File: config.mk
export PLATFORM = sky130hd
export DESIGN_NAME = controlUnit
export DESIGN_NICKNAME = d
export VERILOG_FILES = /design/src/hdl/cuPkg.sv /design/src/hdl/opcodeDecoder.sv /design/src/hdl/flagSampler.sv /design/src/hdl/stateSequencer.sv /design/src/hdl/controlWordGen.sv /design/src/hdl/controlUnit.sv
export VERILOG_INCLUDE_DIRS = /design/src /design/src/include
export SDC_FILE = /design/constraint.sdc
export NUM_CORES = 1
export LEC_CHECK = 0
export ABC_AREA = 1
export CORE_MARGIN = 2
export CORE_UTILIZATION = 70
export CTS_BUF_LIST = sky130_fd_sc_hd__clkbuf_8
export DETAILED_ROUTE_END_ITERATION = 10
export DONT_BUFFER_PORTS = 1
export MAX_ROUTING_LAYER = met4
export PLACE_DENSITY = 0.86
export SLEW_MARGIN = 20
export SYNTH_ARGS = -nofsm -noshare
export SYNTH_HDL_FRONTEND = slang
export SYNTH_HIERARCHICAL = 1
export SYNTH_SLANG_ARGS = --single-unit
File: constraint.sdc
create_clock -name Clk -period 2.96 [get_ports Clk]
set_clock_uncertainty 0.05 [all_clocks]
set_input_delay 0.296 -clock Clk [delete_from_list [all_inputs] [get_ports Clk]]
set_output_delay 0.296 -clock Clk [all_outputs]
set_load 0.1 [all_outputs]
File: src/include/cu_consts.svh
`ifndef CU_CONSTS_SVH
`define CU_CONSTS_SVH

// Instruction word and control field widths
`define CU_DATA_W 8
`define CU_WEN_W  13
`define CU_BUS_W  5
`define CU_INC_W  6
`define CU_RST_W  5
`define CU_CMP_W  3
`define CU_ALU_W  4

// Register write mask
`define CU_WEN_PC  12
`define CU_WEN_IR  11
`define CU_WEN_AR  10
`define CU_WEN_DR  9
`define CU_WEN_RP  8
`define CU_WEN_RT  7
`define CU_WEN_RM1 6
`define CU_WEN_RK1 5
`define CU_WEN_RN1 4
`define CU_WEN_C1  3
`define CU_WEN_C2  2
`define CU_WEN_C3  1
`define CU_WEN_AC  0

// Increment mask
`define CU_INC_PC 5
`define CU_INC_M2 4
`define CU_INC_K2 3
`define CU_INC_N2 2
`define CU_INC_C2 1
`define CU_INC_C3 0

// Reset mask
`define CU_RST_RT 4
`define CU_RST_M2 3
`define CU_RST_K2 2
`define CU_RST_N2 1
`define CU_RST_AC 0

// Comparator pair select, one-hot
`define CU_CMP_M 2
`define CU_CMP_K 1
`define CU_CMP_N 0

// ALU operations, one-hot
`define CU_ALU_SET    4'b0001
`define CU_ALU_MUL    4'b0010
`define CU_ALU_ADD    4'b0100
`define CU_ALU_ADDMEM 4'b1000

// Bus source codes, zero means nothing driven
`define CU_BUS_AC  5'd1
`define CU_BUS_C3  5'd2
`define CU_BUS_C2  5'd3
`define CU_BUS_C1  5'd4
`define CU_BUS_RN2 5'd5
`define CU_BUS_RK2 5'd6
`define CU_BUS_RM2 5'd7
`define CU_BUS_RN1 5'd8
`define CU_BUS_RK1 5'd9
`define CU_BUS_RM1 5'd10
`define CU_BUS_RT  5'd11
`define CU_BUS_RP  5'd12
`define CU_BUS_DR  5'd13
`define CU_BUS_AR  5'd14
`define CU_BUS_MEM 5'd15

`endif

File: src/hdl/cuPkg.sv
package cuPkg;

    // Opcode group in ins[7:4]
    typedef enum logic [3:0] {
        OP_JMP,
        OP_COPY,
        OP_LOAD,
        OP_STORE,
        OP_ASSIGN,
        OP_RESET,
        OP_MOVE,
        OP_SET,
        OP_MUL,
        OP_ADD,
        OP_INC,
        OP_END,
        OP_CHK_IDLE
    } opGroupT;

    // Variants in ins[3:0], one set per group
    typedef enum logic [3:0] {JMP_M, JMP_K, JMP_N} jmpVarT;
    typedef enum logic [3:0] {COPY_M, COPY_K, COPY_N} copyVarT;
    typedef enum logic [3:0] {LOAD_C1, LOAD_C2} loadVarT;
    typedef enum logic [3:0] {ASSIGN_C1, ASSIGN_C2} assignVarT;
    typedef enum logic [3:0] {RESET_ALL, RESET_N2, RESET_K2, RESET_RT} resetVarT;
    typedef enum logic [3:0] {MOVE_RP, MOVE_RT, MOVE_C1, MOVE_C3} moveVarT;
    typedef enum logic [3:0] {SET_C1, SET_DR} setVarT;
    typedef enum logic [3:0] {MUL_RP} mulVarT;
    typedef enum logic [3:0] {ADD_RT, ADD_M2, ADD_MEM} addVarT;
    typedef enum logic [3:0] {INC_C2, INC_C3, INC_M2, INC_K2, INC_N2} incVarT;

    // Micro-states, FETCH_1 first so it is the reset encoding
    typedef enum logic [5:0] {
        FETCH_1, FETCH_2, FETCH_3,
        JMPM_1, JMPK_1, JMPN_1, ZJMP_1,
        JMP_2, JMP_3, JMP_4, NJMP_1,
        COPY_1, COPY_2, COPYM_3A, COPY_3, COPY_4,
        COPYM_5, COPYK_5, COPYN_5,
        LOADC1_1, LOADC2_1, LOAD_2, LOAD_3,
        STORE_1, STORE_2, STORE_3,
        ASSIGN_1, ASSIGN_2, ASSIGNC1_3A, ASSIGNC1_3, ASSIGNC2_3,
        RESETALL_1, RESETN2_1, RESETK2_1, RESETRT_1,
        MOVEP_1, MOVET_1, MOVEC1_1, MOVEC3_1,
        SETC1_1, SETDR_1,
        MULRP_1,
        ADDRT_1, ADDRM2_1, ADDC3_1,
        INCC2_1, INCC3_1, INCM2_1, INCK2_1, INCN2_1,
        ENDOP_1,
        CHKIDLE_1, CHKIDLE_2,
        HOLD_1
    } stateT;

endpackage

File: src/hdl/opcodeDecoder.sv
`include "cu_consts.svh"

module opcodeDecoder (
    input  logic [`CU_DATA_W-1:0] ins,
    output cuPkg::stateT          dispatchState,
    output cuPkg::stateT          copyAddrState,
    output cuPkg::stateT          copyDestState,
    output cuPkg::stateT          assignState,
    output cuPkg::stateT          holdExitState
);

    cuPkg::opGroupT group;
    logic [3:0]     variant;

    assign group   = cuPkg::opGroupT'(ins[`CU_DATA_W-1 -: 4]);
    assign variant = ins[3:0];

    // First execute state after FETCH_3
    always_comb begin
        dispatchState = cuPkg::FETCH_1;           // Illegal pair falls back to fetch
        case (group)
            cuPkg::OP_JMP: begin
                case (variant)
                    cuPkg::JMP_M: dispatchState = cuPkg::JMPM_1;
                    cuPkg::JMP_K: dispatchState = cuPkg::JMPK_1;
                    cuPkg::JMP_N: dispatchState = cuPkg::JMPN_1;
                    default:      dispatchState = cuPkg::FETCH_1;
                endcase
            end
            cuPkg::OP_COPY: begin
                if (variant <= cuPkg::COPY_N)
                    dispatchState = cuPkg::COPY_1;
            end
            cuPkg::OP_LOAD: begin
                case (variant)
                    cuPkg::LOAD_C1: dispatchState = cuPkg::LOADC1_1;
                    cuPkg::LOAD_C2: dispatchState = cuPkg::LOADC2_1;
                    default:        dispatchState = cuPkg::FETCH_1;
                endcase
            end
            cuPkg::OP_STORE:    dispatchState = cuPkg::STORE_1;   // Any variant
            cuPkg::OP_ASSIGN: begin
                if (variant <= cuPkg::ASSIGN_C2)
                    dispatchState = cuPkg::ASSIGN_1;
            end
            cuPkg::OP_RESET: begin
                case (variant)
                    cuPkg::RESET_ALL: dispatchState = cuPkg::RESETALL_1;
                    cuPkg::RESET_N2:  dispatchState = cuPkg::RESETN2_1;
                    cuPkg::RESET_K2:  dispatchState = cuPkg::RESETK2_1;
                    cuPkg::RESET_RT:  dispatchState = cuPkg::RESETRT_1;
                    default:          dispatchState = cuPkg::FETCH_1;
                endcase
            end
            cuPkg::OP_MOVE: begin
                case (variant)
                    cuPkg::MOVE_RP: dispatchState = cuPkg::MOVEP_1;
                    cuPkg::MOVE_RT: dispatchState = cuPkg::MOVET_1;
                    cuPkg::MOVE_C1: dispatchState = cuPkg::MOVEC1_1;
                    cuPkg::MOVE_C3: dispatchState = cuPkg::MOVEC3_1;
                    default:        dispatchState = cuPkg::FETCH_1;
                endcase
            end
            cuPkg::OP_SET: begin
                case (variant)
                    cuPkg::SET_C1: dispatchState = cuPkg::SETC1_1;
                    cuPkg::SET_DR: dispatchState = cuPkg::SETDR_1;
                    default:       dispatchState = cuPkg::FETCH_1;
                endcase
            end
            cuPkg::OP_MUL: begin
                if (variant == cuPkg::MUL_RP)
                    dispatchState = cuPkg::MULRP_1;
            end
            cuPkg::OP_ADD: begin
                case (variant)
                    cuPkg::ADD_RT:  dispatchState = cuPkg::ADDRT_1;
                    cuPkg::ADD_M2:  dispatchState = cuPkg::ADDRM2_1;
                    cuPkg::ADD_MEM: dispatchState = cuPkg::ADDC3_1;
                    default:        dispatchState = cuPkg::FETCH_1;
                endcase
            end
            cuPkg::OP_INC: begin
                case (variant)
                    cuPkg::INC_C2: dispatchState = cuPkg::INCC2_1;
                    cuPkg::INC_C3: dispatchState = cuPkg::INCC3_1;
                    cuPkg::INC_M2: dispatchState = cuPkg::INCM2_1;
                    cuPkg::INC_K2: dispatchState = cuPkg::INCK2_1;
                    cuPkg::INC_N2: dispatchState = cuPkg::INCN2_1;
                    default:       dispatchState = cuPkg::FETCH_1;
                endcase
            end
            cuPkg::OP_END:      dispatchState = cuPkg::ENDOP_1;
            cuPkg::OP_CHK_IDLE: dispatchState = cuPkg::CHKIDLE_1;
            default:            dispatchState = cuPkg::FETCH_1;
        endcase
    end

    // Branches inside COPY and ASSIGN
    always_comb begin
        copyAddrState = (variant == cuPkg::COPY_M) ? cuPkg::COPYM_3A : cuPkg::COPY_3;
        case (variant)
            cuPkg::COPY_M: copyDestState = cuPkg::COPYM_5;
            cuPkg::COPY_K: copyDestState = cuPkg::COPYK_5;
            cuPkg::COPY_N: copyDestState = cuPkg::COPYN_5;
            default:       copyDestState = cuPkg::FETCH_1;
        endcase
        case (variant)
            cuPkg::ASSIGN_C1: assignState = cuPkg::ASSIGNC1_3A;
            cuPkg::ASSIGN_C2: assignState = cuPkg::ASSIGNC2_3;
            default:          assignState = cuPkg::FETCH_1;
        endcase
    end

    // Where a finished memory wait resumes
    always_comb begin
        case (group)
            cuPkg::OP_COPY:  holdExitState = cuPkg::COPY_4;
            cuPkg::OP_LOAD:  holdExitState = cuPkg::LOAD_3;
            cuPkg::OP_STORE: holdExitState = cuPkg::FETCH_1;    // Write done, next fetch
            default:         holdExitState = cuPkg::FETCH_1;
        endcase
    end

endmodule

File: src/hdl/flagSampler.sv
module flagSampler (
    input  logic         Clk,
    input  logic         arstN,
    input  logic         z,
    input  logic         memAv,
    input  cuPkg::stateT state,
    output logic         zSeen,
    output logic         memReady,
    output logic         loopM
);

    // Comparator result and memory status, one cycle late
    always_ff @(posedge Clk or negedge arstN) begin
        if (!arstN) begin
            zSeen    <= 1'b0;
            memReady <= 1'b0;
        end else begin
            zSeen    <= z;
            memReady <= memAv;
        end
    end

    // Marks a compare on the M pair, which is the outer loop.
    // A zero there means the whole program is done.
    always_ff @(posedge Clk or negedge arstN) begin
        if (!arstN) begin
            loopM <= 1'b0;
        end else if (state == cuPkg::JMPM_1) begin
            loopM <= 1'b1;
        end else if (state == cuPkg::ZJMP_1) begin
            loopM <= 1'b0;                        // ZJMP_1 lasts one cycle
        end
    end

endmodule

File: src/hdl/stateSequencer.sv
module stateSequencer (
    input  logic         Clk,
    input  logic         arstN,
    input  logic         imemAv,
    input  logic         zSeen,
    input  logic         memReady,
    input  logic         loopM,
    input  cuPkg::stateT dispatchState,
    input  cuPkg::stateT copyAddrState,
    input  cuPkg::stateT copyDestState,
    input  cuPkg::stateT assignState,
    input  cuPkg::stateT holdExitState,
    output cuPkg::stateT state
);

    cuPkg::stateT nextState;

    always_ff @(posedge Clk or negedge arstN) begin
        if (!arstN) begin
            state <= cuPkg::FETCH_1;
        end else begin
            state <= nextState;
        end
    end

    always_comb begin
        case (state)
            // Fetch
            cuPkg::FETCH_1: nextState = imemAv ? cuPkg::FETCH_2 : cuPkg::FETCH_1;
            cuPkg::FETCH_2: nextState = cuPkg::FETCH_3;
            cuPkg::FETCH_3: nextState = dispatchState;

            // Loop compare and jump
            cuPkg::JMPM_1,
            cuPkg::JMPK_1,
            cuPkg::JMPN_1:  nextState = cuPkg::ZJMP_1;
            cuPkg::ZJMP_1: begin
                if (zSeen && loopM)
                    nextState = cuPkg::ENDOP_1;   // Outer loop exhausted
                else if (zSeen)
                    nextState = cuPkg::NJMP_1;    // Inner loop done, skip target word
                else
                    nextState = cuPkg::JMP_2;
            end
            cuPkg::JMP_2:   nextState = cuPkg::JMP_3;
            cuPkg::JMP_3:   nextState = cuPkg::JMP_4;

            // COPY
            cuPkg::COPY_1:   nextState = cuPkg::COPY_2;
            cuPkg::COPY_2:   nextState = copyAddrState;
            cuPkg::COPYM_3A: nextState = cuPkg::COPY_3;
            cuPkg::COPY_3:   nextState = memReady ? cuPkg::COPY_4 : cuPkg::HOLD_1;
            cuPkg::COPY_4:   nextState = copyDestState;

            // LOAD and STORE
            cuPkg::LOADC1_1,
            cuPkg::LOADC2_1: nextState = cuPkg::LOAD_2;
            cuPkg::LOAD_2:   nextState = memReady ? cuPkg::LOAD_3 : cuPkg::HOLD_1;
            cuPkg::STORE_1:  nextState = cuPkg::STORE_2;
            cuPkg::STORE_2:  nextState = cuPkg::STORE_3;
            cuPkg::STORE_3:  nextState = memReady ? cuPkg::FETCH_1 : cuPkg::HOLD_1;

            // ASSIGN
            cuPkg::ASSIGN_1:    nextState = cuPkg::ASSIGN_2;
            cuPkg::ASSIGN_2:    nextState = assignState;
            cuPkg::ASSIGNC1_3A: nextState = cuPkg::ASSIGNC1_3;

            // Idle check on the M pair
            cuPkg::CHKIDLE_1: nextState = cuPkg::CHKIDLE_2;
            cuPkg::CHKIDLE_2: nextState = zSeen ? cuPkg::ENDOP_1 : cuPkg::FETCH_1;

            cuPkg::ENDOP_1: nextState = cuPkg::ENDOP_1;   // Only reset leaves
            cuPkg::HOLD_1:  nextState = memReady ? holdExitState : cuPkg::HOLD_1;

            // Register execute states and chain ends
            default: nextState = cuPkg::FETCH_1;
        endcase
    end

endmodule

File: src/hdl/controlWordGen.sv
`include "cu_consts.svh"

module controlWordGen (
    input  cuPkg::stateT         state,
    output logic                 iRomRead,
    output logic                 memRead,
    output logic                 memWrite,
    output logic [`CU_WEN_W-1:0] wEn,
    output logic                 selAr,
    output logic                 coreIncAr,
    output logic [`CU_BUS_W-1:0] busSel,
    output logic [`CU_INC_W-1:0] inc,
    output logic [`CU_RST_W-1:0] rst,
    output logic [`CU_CMP_W-1:0] compSel,
    output logic [`CU_ALU_W-1:0] aluOp,
    output logic                 coreDone
);

    always_comb begin
        iRomRead  = 1'b0;
        memRead   = 1'b0;
        memWrite  = 1'b0;
        wEn       = '0;
        selAr     = 1'b0;
        coreIncAr = 1'b0;
        busSel    = '0;
        inc       = '0;
        rst       = '0;
        compSel   = '0;
        aluOp     = '0;
        coreDone  = 1'b0;
        case (state)
            cuPkg::FETCH_1,
            cuPkg::JMP_2,
            cuPkg::COPY_1,
            cuPkg::ASSIGN_1: iRomRead = 1'b1;        // Wait for the ROM word
            cuPkg::FETCH_2: begin
                wEn[`CU_WEN_IR] = 1'b1;
                inc[`CU_INC_PC] = 1'b1;
            end
            cuPkg::JMPM_1,
            cuPkg::CHKIDLE_1: compSel[`CU_CMP_M] = 1'b1;
            cuPkg::JMPK_1:    compSel[`CU_CMP_K] = 1'b1;
            cuPkg::JMPN_1:    compSel[`CU_CMP_N] = 1'b1;
            cuPkg::JMP_3: begin                      // AR from the ROM word
                wEn[`CU_WEN_AR] = 1'b1;
                selAr           = 1'b1;
            end
            cuPkg::JMP_4: begin
                wEn[`CU_WEN_PC] = 1'b1;
                busSel          = `CU_BUS_AR;
            end
            cuPkg::NJMP_1: inc[`CU_INC_PC] = 1'b1;
            cuPkg::COPY_2,
            cuPkg::ASSIGN_2: begin                   // Address word into AR, past it
                wEn[`CU_WEN_AR] = 1'b1;
                selAr           = 1'b1;
                inc[`CU_INC_PC] = 1'b1;
            end
            cuPkg::COPYM_3A,
            cuPkg::ASSIGNC1_3A: coreIncAr = 1'b1;    // Offset by core ID
            cuPkg::COPY_3,
            cuPkg::LOAD_2: begin
                memRead = 1'b1;
                busSel  = `CU_BUS_MEM;
            end
            cuPkg::COPY_4,
            cuPkg::LOAD_3: begin
                wEn[`CU_WEN_DR] = 1'b1;
                busSel          = `CU_BUS_MEM;
            end
            cuPkg::COPYM_5: begin wEn[`CU_WEN_RM1] = 1'b1; busSel = `CU_BUS_DR; end
            cuPkg::COPYK_5: begin wEn[`CU_WEN_RK1] = 1'b1; busSel = `CU_BUS_DR; end
            cuPkg::COPYN_5: begin wEn[`CU_WEN_RN1] = 1'b1; busSel = `CU_BUS_DR; end
            cuPkg::LOADC1_1: begin wEn[`CU_WEN_AR] = 1'b1; busSel = `CU_BUS_C1; end
            cuPkg::LOADC2_1: begin wEn[`CU_WEN_AR] = 1'b1; busSel = `CU_BUS_C2; end
            cuPkg::STORE_1:  begin wEn[`CU_WEN_DR] = 1'b1; busSel = `CU_BUS_RT; end
            cuPkg::STORE_2:  begin wEn[`CU_WEN_AR] = 1'b1; busSel = `CU_BUS_C3; end
            cuPkg::STORE_3: begin
                memWrite = 1'b1;
                busSel   = `CU_BUS_DR;
            end
            cuPkg::ASSIGNC1_3: begin wEn[`CU_WEN_C1] = 1'b1; busSel = `CU_BUS_AR; end
            cuPkg::ASSIGNC2_3: begin wEn[`CU_WEN_C2] = 1'b1; busSel = `CU_BUS_AR; end
            cuPkg::RESETALL_1: rst = '1;
            cuPkg::RESETN2_1:  rst[`CU_RST_N2] = 1'b1;
            cuPkg::RESETK2_1:  rst[`CU_RST_K2] = 1'b1;
            cuPkg::RESETRT_1:  rst[`CU_RST_RT] = 1'b1;
            // Moves take the accumulator
            cuPkg::MOVEP_1:  begin wEn[`CU_WEN_RP] = 1'b1; busSel = `CU_BUS_AC; end
            cuPkg::MOVET_1:  begin wEn[`CU_WEN_RT] = 1'b1; busSel = `CU_BUS_AC; end
            cuPkg::MOVEC1_1: begin wEn[`CU_WEN_C1] = 1'b1; busSel = `CU_BUS_AC; end
            cuPkg::MOVEC3_1: begin wEn[`CU_WEN_C3] = 1'b1; busSel = `CU_BUS_AC; end
            cuPkg::SETC1_1,
            cuPkg::SETDR_1: begin
                wEn[`CU_WEN_AC] = 1'b1;
                busSel          = (state == cuPkg::SETC1_1) ? `CU_BUS_C1 : `CU_BUS_DR;
                aluOp           = `CU_ALU_SET;
            end
            cuPkg::MULRP_1: begin
                wEn[`CU_WEN_AC] = 1'b1;
                busSel          = `CU_BUS_RP;
                aluOp           = `CU_ALU_MUL;
            end
            cuPkg::ADDRT_1:  begin wEn[`CU_WEN_AC] = 1'b1; busSel = `CU_BUS_RT;  aluOp = `CU_ALU_ADD; end
            cuPkg::ADDRM2_1: begin wEn[`CU_WEN_AC] = 1'b1; busSel = `CU_BUS_RM2; aluOp = `CU_ALU_ADD; end
            cuPkg::ADDC3_1: begin                    // C3 plus AC as an address
                wEn[`CU_WEN_AC] = 1'b1;
                busSel          = `CU_BUS_C3;
                aluOp           = `CU_ALU_ADDMEM;
            end
            cuPkg::INCC2_1: inc[`CU_INC_C2] = 1'b1;
            cuPkg::INCC3_1: inc[`CU_INC_C3] = 1'b1;
            cuPkg::INCM2_1: inc[`CU_INC_M2] = 1'b1;
            cuPkg::INCK2_1: inc[`CU_INC_K2] = 1'b1;
            cuPkg::INCN2_1: inc[`CU_INC_N2] = 1'b1;
            cuPkg::ENDOP_1: coreDone = 1'b1;
            default: ;                               // FETCH_3, ZJMP_1, CHKIDLE_2, HOLD_1
        endcase
    end

endmodule

File: src/hdl/controlUnit.sv
`include "cu_consts.svh"

module controlUnit (
    input  logic                  Clk,
    input  logic                  arstN,
    input  logic                  z,
    input  logic [`CU_DATA_W-1:0] ins,
    input  logic                  memAv,
    input  logic                  imemAv,
    output logic                  iRomRead,
    output logic                  memRead,
    output logic                  memWrite,
    output logic [`CU_WEN_W-1:0]  wEn,
    output logic                  selAr,
    output logic                  coreIncAr,
    output logic [`CU_BUS_W-1:0]  busSel,
    output logic [`CU_INC_W-1:0]  inc,
    output logic [`CU_RST_W-1:0]  rst,
    output logic [`CU_CMP_W-1:0]  compSel,
    output logic [`CU_ALU_W-1:0]  aluOp,
    output logic                  coreDone
);

    cuPkg::stateT state;
    cuPkg::stateT dispatchState;
    cuPkg::stateT copyAddrState;
    cuPkg::stateT copyDestState;
    cuPkg::stateT assignState;
    cuPkg::stateT holdExitState;
    logic         zSeen;
    logic         memReady;
    logic         loopM;

    opcodeDecoder u_opcodeDecoder (
        .ins           (ins),
        .dispatchState (dispatchState),
        .copyAddrState (copyAddrState),
        .copyDestState (copyDestState),
        .assignState   (assignState),
        .holdExitState (holdExitState)
    );

    flagSampler u_flagSampler (
        .Clk      (Clk),
        .arstN    (arstN),
        .z        (z),
        .memAv    (memAv),
        .state    (state),
        .zSeen    (zSeen),
        .memReady (memReady),
        .loopM    (loopM)
    );

    stateSequencer u_stateSequencer (
        .Clk           (Clk),
        .arstN         (arstN),
        .imemAv        (imemAv),
        .zSeen         (zSeen),
        .memReady      (memReady),
        .loopM         (loopM),
        .dispatchState (dispatchState),
        .copyAddrState (copyAddrState),
        .copyDestState (copyDestState),
        .assignState   (assignState),
        .holdExitState (holdExitState),
        .state         (state)
    );

    controlWordGen u_controlWordGen (
        .state     (state),
        .iRomRead  (iRomRead),
        .memRead   (memRead),
        .memWrite  (memWrite),
        .wEn       (wEn),
        .selAr     (selAr),
        .coreIncAr (coreIncAr),
        .busSel    (busSel),
        .inc       (inc),
        .rst       (rst),
        .compSel   (compSel),
        .aluOp     (aluOp),
        .coreDone  (coreDone)
    );

endmodule

==> impl_results.md, run 1 <==
* Initial antenna violation count at 1
* Syn Std Cell Area at 2430 um2
* I/O pin total at 55
* Kind of cell adding the most delay to the critical path: simple AND/OR/NAND/NOR gates
* CTS tree: done
* Full die area at 3950 um2
* Final min period at 2.45 ns
* Endpoint class of the critical path: output port
* Cell Pwr Density at 853 nW/um2
* Worst R2R Path Depth at 7
* Outcome: complete, no violations
* Setup slack after layout at 0.510 ns
* Req. time, crit path at 2.61 ns
* DRC at 0
* Initial Util at 72.7%
* Slew Viols, Final at 0
* Tcrit/Tclk final at 82.8%
* FF-to-FF End: u_stateSequencer/state[3]$_DFF_PN0_
* Core area at 3340 um2
* Slowest stage delay, CP at 0.52 ns
* Drt pass-1 iters at 9
* Post-CTS sizing at 0
* Worst slack, placed at 0.789 ns
* Via count at 3435
* Placed Instance Area at 2850 um2
* Logic pwr share at 82.0%
* Int Power at 0.725 mW
* Vias in the first global route at 3007
* First-pass GRT wire length at 13600 um
* Slowest-stage cell, CP: dfrtp_1
* Detail Placement HPWL at 6380 um
* Count of buffers from port buffering at 0
* CTS clk-pin slew, worst paths at 0.06 ns
* Hold Path Sink: u_flagSampler/memReady$_DFF_PN0_
* Root Buffer: clkbuf_8
* DR WL/cell at 14.4 um
* Final nets at 547
* Hold Crit Start: memAv
* Seq pwr share at 12.2%
* Fin area at 2910 um2
* Critical path arrival at 2.10 ns
* YS warnings at 6
* Worst path cell trace: nor2_1 > inv_2 > o21ai_4 > inv_2 > nand2_2 > nor2_2 > nand2_1 > buf_12
* # rows at 21
* Layout cells sized above 1 at 19.1%
* CTS Sinks at 9
* Die width at 62.9 um
* Final ANT Viol Nets at 0
* Register-to-register setup slack at 0.92 ns
* Sw frac at 70.8%
* Seq cells post-synth at 9
* Clock Latency Late Sink at 0.24 ns
* Die Y at 62.9 um
* Sw Pwr at 1.76 mW
* Crit-path max FO at 9
* Largest net degree at the start of global routing at 17
* P_leak at 1.87 nW
* Final global-route overflow total at 0
* Worst hold path class: input port to register
* Avg Synthesized Cell Area at 4.87 um2
* Total CTS buffers at 3
* Number of buffers and inverters on the critical path at 3
* Commonest non-fill, non-tap cell in the layout: nand2_1
* Max-cap violations at 0
* Sequential cell area fraction in the yosys report at 9.28%
* Gate Count Post-Synth at 498
* FF+latch area at 225 um2
* Final GP Congestion at 1.03
* Max Buffers Root-to-Sink at 2
* Power consumption at 2.48 mW
* Max frequency at 408 MHz
* Initial DRC count at 590
* Clock group share of total power at 5.8%
* VDD IR max at 0.000850 V
* Final Hold Viols at 0
* Hold Path Depth at 0
* H-tree levels at 1
* Worst-margin pin slew at 0.628 ns
* RSZ-0062 raised after global routing: no
* Slew headroom at 58.1%
* Final setup violation count at 0
* WS Path Type: register to output port
* Area of the multi-input gates at 1890 um2
* Top cell by count, worst path: inv_2
* Synth cell types at 24
* Commonest non-fill, non-tap cells in the layout: 173 x nand2_1, 87 x nor2_1, 71 x inv_1
* Worst Setup Start Kind: register
* Vias per inst at 5.92
* Tot GR Track Use at 43.1%
* Fillers at 205
* Area added between synthesis and finish at 20.0%
* Final WL at 8320 um
* Reg-to-reg critical path startpoint: u_stateSequencer/state[5]$_DFF_PN0_
==> synthesized netlist by cell type <==
cell type  number  area [um2]
o21ai_2         3        26.3
conb_1          3        11.3
nand2_1       173         649
nand3_2         2        20.0
nand3_1        52         260
nand2_4         2        22.5
o21bai_1        1        7.51
nand4_1        10        62.6
nor2_2         11        68.8
or2_2           2        12.5
a21oi_1         3        15.0
clkinv_1        1        3.75
o211ai_1        2        15.0
nor2_4         10         113
nand2_2         4        25.0
buf_4          19         143
inv_2           8        30.0
nor3_1          3        15.0
nor4_1          2        12.5
dfrtp_1         9         225
o2111ai_1       1        8.76
o21ai_0        12        60.1
inv_1          70         263
nor2_1         95         357
==> worst max path at each step <==
stage	from	to	depth (start not counted)
after floorplan	u_stateSequencer/state[0]$_DFF_PN0_	wEn[0]	6
after global placement	u_stateSequencer/state[4]$_DFF_PN0_	rst[3]	5
after detailed placement	u_stateSequencer/state[4]$_DFF_PN0_	busSel[3]	9
after CTS	u_stateSequencer/state[4]$_DFF_PN0_	busSel[3]	9
after global routing	u_stateSequencer/state[5]$_DFF_PN0_	busSel[1]	8
final	u_stateSequencer/state[5]$_DFF_PN0_	busSel[0]	8
==> area by class of cell <==
cell class              instances  share of cell area, %
repair buffers                 42                   13.5
clock inverters                 1                  0.129
well taps                      46                   1.98
inverters                      79                   10.2
flip-flops and latches          9                   7.74
diodes                          1                 0.0859
clock buffers                   3                   1.42
multi-input cells             399                   65.0
==> routing by layer <==
metal	share of wire (%)	vias up	routed length [um]	global-route usage [%]
li1	-	1575	-	-
met1	35	1460	2950	51.2
met2	45	323	3720	69.7
met3	13	77	1060	6.85
met4	7.0	0	585	23.1
met5	0	-	0	-
==> sequential cells by signal, indices dropped and copies added (netlist names) <==
name                    cells
u_flagSampler/loopM         1
u_flagSampler/zSeen         1
u_flagSampler/memReady      1
u_stateSequencer/state      6
==> cells by family after synthesis <==
family / after synthesis / synth area share, %
AO/OA/AOI/OAI: 22 / 5.47
flip-flops: 9 / 9.28
buffers and inverters: 98 / 18.1
AND/OR/NAND/NOR: 366 / 66.7
other: 3 / 0.464
==> metrics by stage <==
step                setup TNS [ns]  util [%]  instances  hold slack, ns
floorplan                 -0.00188         -        506         -0.0496
global placement                 0      85.5        574         -0.0494
detailed placement               0      85.5        574         -0.0494
CTS                              0      87.2        579          0.0330
global route                     0      87.3        580          0.0269
finish                           0      87.3        580          0.0307
==> power by group through the flow <==
stage               logic [mW]  registers [mW]  clock network, mW
floorplan                 1.47           0.266                  0
global placement          1.91           0.283                  0
detailed placement        1.96           0.291                  0
CTS                       1.98           0.296              0.143
global route              2.12           0.314              0.149
finish                    2.04           0.302              0.144
==> what timing repair did <==
action	4_1_cts	5_1_grt
hold buffers	1	0
endpoints found under the hold margin	9	0
buffers inserted	0	0
No activity file was read; power rests on OpenSTA's default activity.
==> run 2, diff against run 1 <==
--- a/config.mk
+++ b/config.mk
@@ -6,14 +6,14 @@
 export SDC_FILE = /design/constraint.sdc
 export NUM_CORES = 1
 export LEC_CHECK = 0
-export ABC_AREA = 1
+export ABC_AREA = 0
 export CORE_MARGIN = 2
-export CORE_UTILIZATION = 70
+export CORE_UTILIZATION = 67
 export CTS_BUF_LIST = sky130_fd_sc_hd__clkbuf_8
 export DETAILED_ROUTE_END_ITERATION = 10
 export DONT_BUFFER_PORTS = 1
 export MAX_ROUTING_LAYER = met4
-export PLACE_DENSITY = 0.86
+export PLACE_DENSITY = 0.83
 export SLEW_MARGIN = 20
 export SYNTH_ARGS = -nofsm -noshare
 export SYNTH_HDL_FRONTEND = slang
==> constraint.sdc (replaced) <==
create_clock -name Clk -period 2.34 [get_ports Clk]
set_clock_uncertainty 0.05 [all_clocks]
set_input_delay 0.234 -clock Clk [delete_from_list [all_inputs] [get_ports Clk]]
set_output_delay 0.234 -clock Clk [all_outputs]
set_load 0.1 [all_outputs]
==> impl_results.md, run 2 <==
* Outcome: did not finish
* Fail Step: 3_5_place_dp
* Log Error: [ERROR DPL-0033] detailed placement checks failed during check placement.
* Seq cells post-synth at 9
* Largest family of logic cells by synthesized area: simple AND/OR/NAND/NOR gates
* Post-synthesis compound-gate area fraction at 31.8%
* Final GP Congestion at 1.09
* Sequential cell area fraction in the yosys report at 8.83%
* Most common cell in the netlist: nor2_1
* Synth cell types at 73
* YS warnings at 6
* Top post-synthesis cells by area: dfrtp_1 8.8%, buf_4 5.9%, nor2_1 5.4%, a21oi_1 5.1%, nand2_1 4.6%
* Initial Util at 69.7%
* Primary FF master, synth: dfrtp_1
* Post-synthesis adder-cell area fraction at 0.392%
* Synth cell count leaders: 37 x nor2_1, 31 x nand2_1, 26 x a21oi_1, 22 x buf_2, 20 x buf_4
* Gate Count Post-Synth at 390
* Detail Placement HPWL at 9090 um
* Post-synthesis mux area share at 1.23%
* Syn Std Cell Area at 2550 um2
* Simple-gate share of the synthesized area at 40.1%
* Die Y at 65.7 um
* Avg Synthesized Cell Area at 6.54 um2
* # rows at 22
* Die width at 65.7 um
* Post-synth EDFFs at 0
* Async SR Flop Fraction at 100%
* Yosys top cell area share at 8.83%
* XOR/XNOR share of the synthesized area at 2.06%
* Yosys top cell by area: dfrtp_1
* Count of buffers from port buffering at 0
* I/O pin total at 55
-- run 2: changes by cell type after synthesis, moves of 7 or more --
| cell | change |
|---|---|
| nand3_1 | -34 |
| nand2_1 | -142 |
| inv_1 | -58 |
| nor2_1 | -58 |
| nand2b_1 | +15 |
| a22oi_1 | +9 |
| a31oi_1 | +7 |
| o22ai_1 | +14 |
| nor3_1 | +12 |
| nor2b_1 | +16 |
| nor2_4 | -10 |
| buf_2 | +22 |
| a21oi_1 | +23 |
-- run 2: kinds of logic after synthesis --
logic type | after synthesis
AND/OR/NAND/NOR | 184
XOR/XNOR | 6
AO/OA/AOI/OAI | 115
multiplexers | 3
other | 3
adder cells (fa/ha/maj) | 1
flip-flops | 9
buffers and inverters | 69
-- run 2: stage by stage --
stage | hold slack (ns) | std cells
2_1_floorplan | -0.112 | 398
3_3_place_gp | -0.111 | 452
==> run 3, diff against run 2 <==
--- a/config.mk
+++ b/config.mk
@@ -8,12 +8,10 @@
 export LEC_CHECK = 0
 export ABC_AREA = 0
 export CORE_MARGIN = 2
-export CORE_UTILIZATION = 67
-export CTS_BUF_LIST = sky130_fd_sc_hd__clkbuf_8
+export CORE_UTILIZATION = 40
 export DETAILED_ROUTE_END_ITERATION = 10
 export DONT_BUFFER_PORTS = 1
-export MAX_ROUTING_LAYER = met4
-export PLACE_DENSITY = 0.83
+export PLACE_DENSITY_LB_ADDON = 0.15
 export SLEW_MARGIN = 20
 export SYNTH_ARGS = -nofsm -noshare
 export SYNTH_HDL_FRONTEND = slang
==> impl_results.md, run 3 <==
* Die width at 83.9 um
* Die Y at 83.9 um
* Synth cell types at 73
* Layout cells sized above 1 at 32.0%
* Initial Util at 40.9%
* Final Hold Viols at 0
* Tcrit/Tclk final at 97.1%
* H-tree levels at 1
* Cell Pwr Density at 1120 nW/um2
* Post-synth EDFFs at 0
* YS warnings at 6
* Initial antenna violation count at 0
* Async SR Flop Fraction at 100%
* # rows at 29
* CTS tree: done
* Total CTS buffers at 3
* CTS clk-pin slew, worst paths at 0.04 ns
* Tot GR Track Use at 22.5%
* Slowest-stage cell, CP: dfrtp_4
* Max-cap violations at 0
* Worst Setup Start Kind: register
* Max reg flops at 6
* Slew Viols, Final at 0
* Top reg by flops: u_stateSequencer/state
* Critical path arrival at 1.99 ns
* Final ANT Viol Nets at 0
* Req. time, crit path at 2.06 ns
* Final WL at 8200 um
* Endpoint class of the critical path: output port
* Slew headroom at 62.8%
* Area added between synthesis and finish at 46.2%
* Worst-margin pin slew at 0.558 ns
* Root Buffer: clkbuf_8
* Crit-path max FO at 25
* Drt pass-1 iters at 5
* Final std cells w/o fill at 492
* Final setup violation count at 0
* First-pass GRT wire length at 13400 um
* DRC at 0
* Core area at 6240 um2
* Fillers at 549
* Worst hold path class: input port to asynchronous set/reset pin
* Largest net degree at the start of global routing at 26
* Commonest non-fill, non-tap cell in the layout: buf_12
* Syn Std Cell Area at 2550 um2
* Avg Synthesized Cell Area at 6.54 um2
* Max frequency at 440 MHz
* CTS Sinks at 9
* Most common cell in the netlist: nor2_1
* Initial DRC count at 400
* Via count at 3039
* Seq cells post-synth at 9
* Top post-synthesis cells by area: dfrtp_1 8.8%, buf_4 5.9%, nor2_1 5.4%, a21oi_1 5.1%, nand2_1 4.6%
* Worst slack, placed at 0.250 ns
* Placed cell count at 485
* Antenna Cells at 0
* DR WL/cell at 16.7 um
* RSZ-0062 raised after global routing: no
* Detail Placement HPWL at 6260 um
* WS Path Type: register to output port
* P_leak at 1.33 nW
* Yosys top cell area share at 8.83%
* Slowest stage delay, CP at 0.59 ns
* Max Buffers Root-to-Sink at 2
* Final nets at 429
* Outcome: complete, no violations
* Count of buffers from port buffering at 0
* Commonest non-fill, non-tap cells in the layout: 40 x buf_12, 30 x nand2_1, 22 x buf_4, 22 x nor2_1, 21 x a21oi_1
* Sequential cell area fraction in the yosys report at 8.83%
* VDD IR max at 0.000722 V
* Final min period at 2.27 ns
* Worst path cell trace: nand2b_4 > or3_1 > nor3_4 > buf_12
* I/O pin total at 55
* Primary FF master, synth: dfrtp_1
* Yosys top cell by area: dfrtp_1
* Clock Latency Late Sink at 0.23 ns
* Final GP Congestion at 0.959
* Full die area at 7030 um2
* Fin Hold WS at 0.310 ns
* Vias per inst at 6.18
* Final global-route overflow total at 0
* Setup TNS at 0 ns
* Setup slack after layout at 0.0681 ns
* Synth cell count leaders: 37 x nor2_1, 31 x nand2_1, 26 x a21oi_1, 22 x buf_2, 20 x buf_4
* Vias in the first global route at 2674
* Gate Count Post-Synth at 390
## run 3: cell counts after synthesis
Identical to the previous run, type by type.
## run 3: where the power goes
group / switching (mW) / total (mW) / internal (mW)
registers: 0.182 / 0.398 / 0.215
clock network: 0.0583 / 0.177 / 0.118
logic: 2.34 / 3.61 / 1.28
total: 2.58 / 4.19 / 1.61
## run 3: critical path, delay by kind of cell (launching register included)
family	cells	cell delay, ns
and+or+nand+nor	3	0.96
buffers and inverters	1	0.20
DFF	1	0.59
## run 3: layer usage
layer | track usage, % | vias to the layer above | wire length [um]
met5 | 0 | - | 0
met4 | 4.99 | 0 | 121
met3 | 1.29 | 14 | 539
met2 | 35.6 | 151 | 3790
met1 | 33.6 | 1423 | 3750
li1 | - | 1451 | -
## run 3: metrics by stage
stage | cell area (um2) | power [mW] | util [%]
floorplan | 2860 | 2.99 | -
CTS | 3730 | 4.16 | 59.7
global placement | 3650 | 3.93 | 58.5
global route | 3730 | 4.41 | 59.8
detailed placement | 3650 | 3.96 | 58.5
finish | 3730 | 4.19 | 59.8
## run 3: layout make-up
| type | instances | area, um2 | share of cell area, % |
|---|---|---|---|
| multi-input cells | 320 | 2250 | 60.4 |
| clock buffers | 4 | 45.0 | 1.21 |
| well taps | 77 | 96.3 | 2.58 |
| flip-flops and latches | 9 | 231 | 6.21 |
| inverters | 15 | 56.3 | 1.51 |
| repair buffers | 67 | 1050 | 28.1 |
## run 3: worst paths after layout
| path | from | slack (ns) | cells after the start | endpoint |
|---|---|---|---|---|
| min reg2reg | u_flagSampler/loopM$_DFFE_PN0P_ | 0.54 | 2 | u_flagSampler/loopM$_DFFE_PN0P_ |
| max in group asynchronous | arstN | 1.62 | 1 | u_stateSequencer/state[1]$_DFF_PN0_ |
| min | arstN | 0.31 | 1 | u_flagSampler/memReady$_DFF_PN0_ |
| max reg2reg | u_stateSequencer/state[2]$_DFF_PN0_ | 0.33 | 6 | u_stateSequencer/state[4]$_DFF_PN0_ |
| min in group Clk | ins[0] | 0.32 | 3 | u_stateSequencer/state[1]$_DFF_PN0_ |
| max | u_stateSequencer/state[1]$_DFF_PN0_ | 0.07 | 4 | wEn[11] |
## run 3: cell families (layout without fill, tap and decap cells)
group | count (synthesis) | count (layout) | synth area share, %
compound gates | 115 | 115 | 31.8
fa+ha+maj | 1 | 1 | 0.392
mux | 3 | 3 | 1.23
flops | 9 | 9 | 8.83
xor+xnor | 6 | 6 | 2.06
other cells | 3 | 11 | 0.441
buf+inv | 69 | 86 | 15.2
simple gates | 184 | 184 | 40.1
## run 3: repair_timing
| action | CTS | global route |
|---|---|---|
| endpoints found under the setup margin | 1 | 4 |
| hold endpoints to repair | 11 | 0 |
| gates resized for setup | 1 | 2 |
| hold buffers | 3 | 0 |
| setup buffers | 0 | 0 |
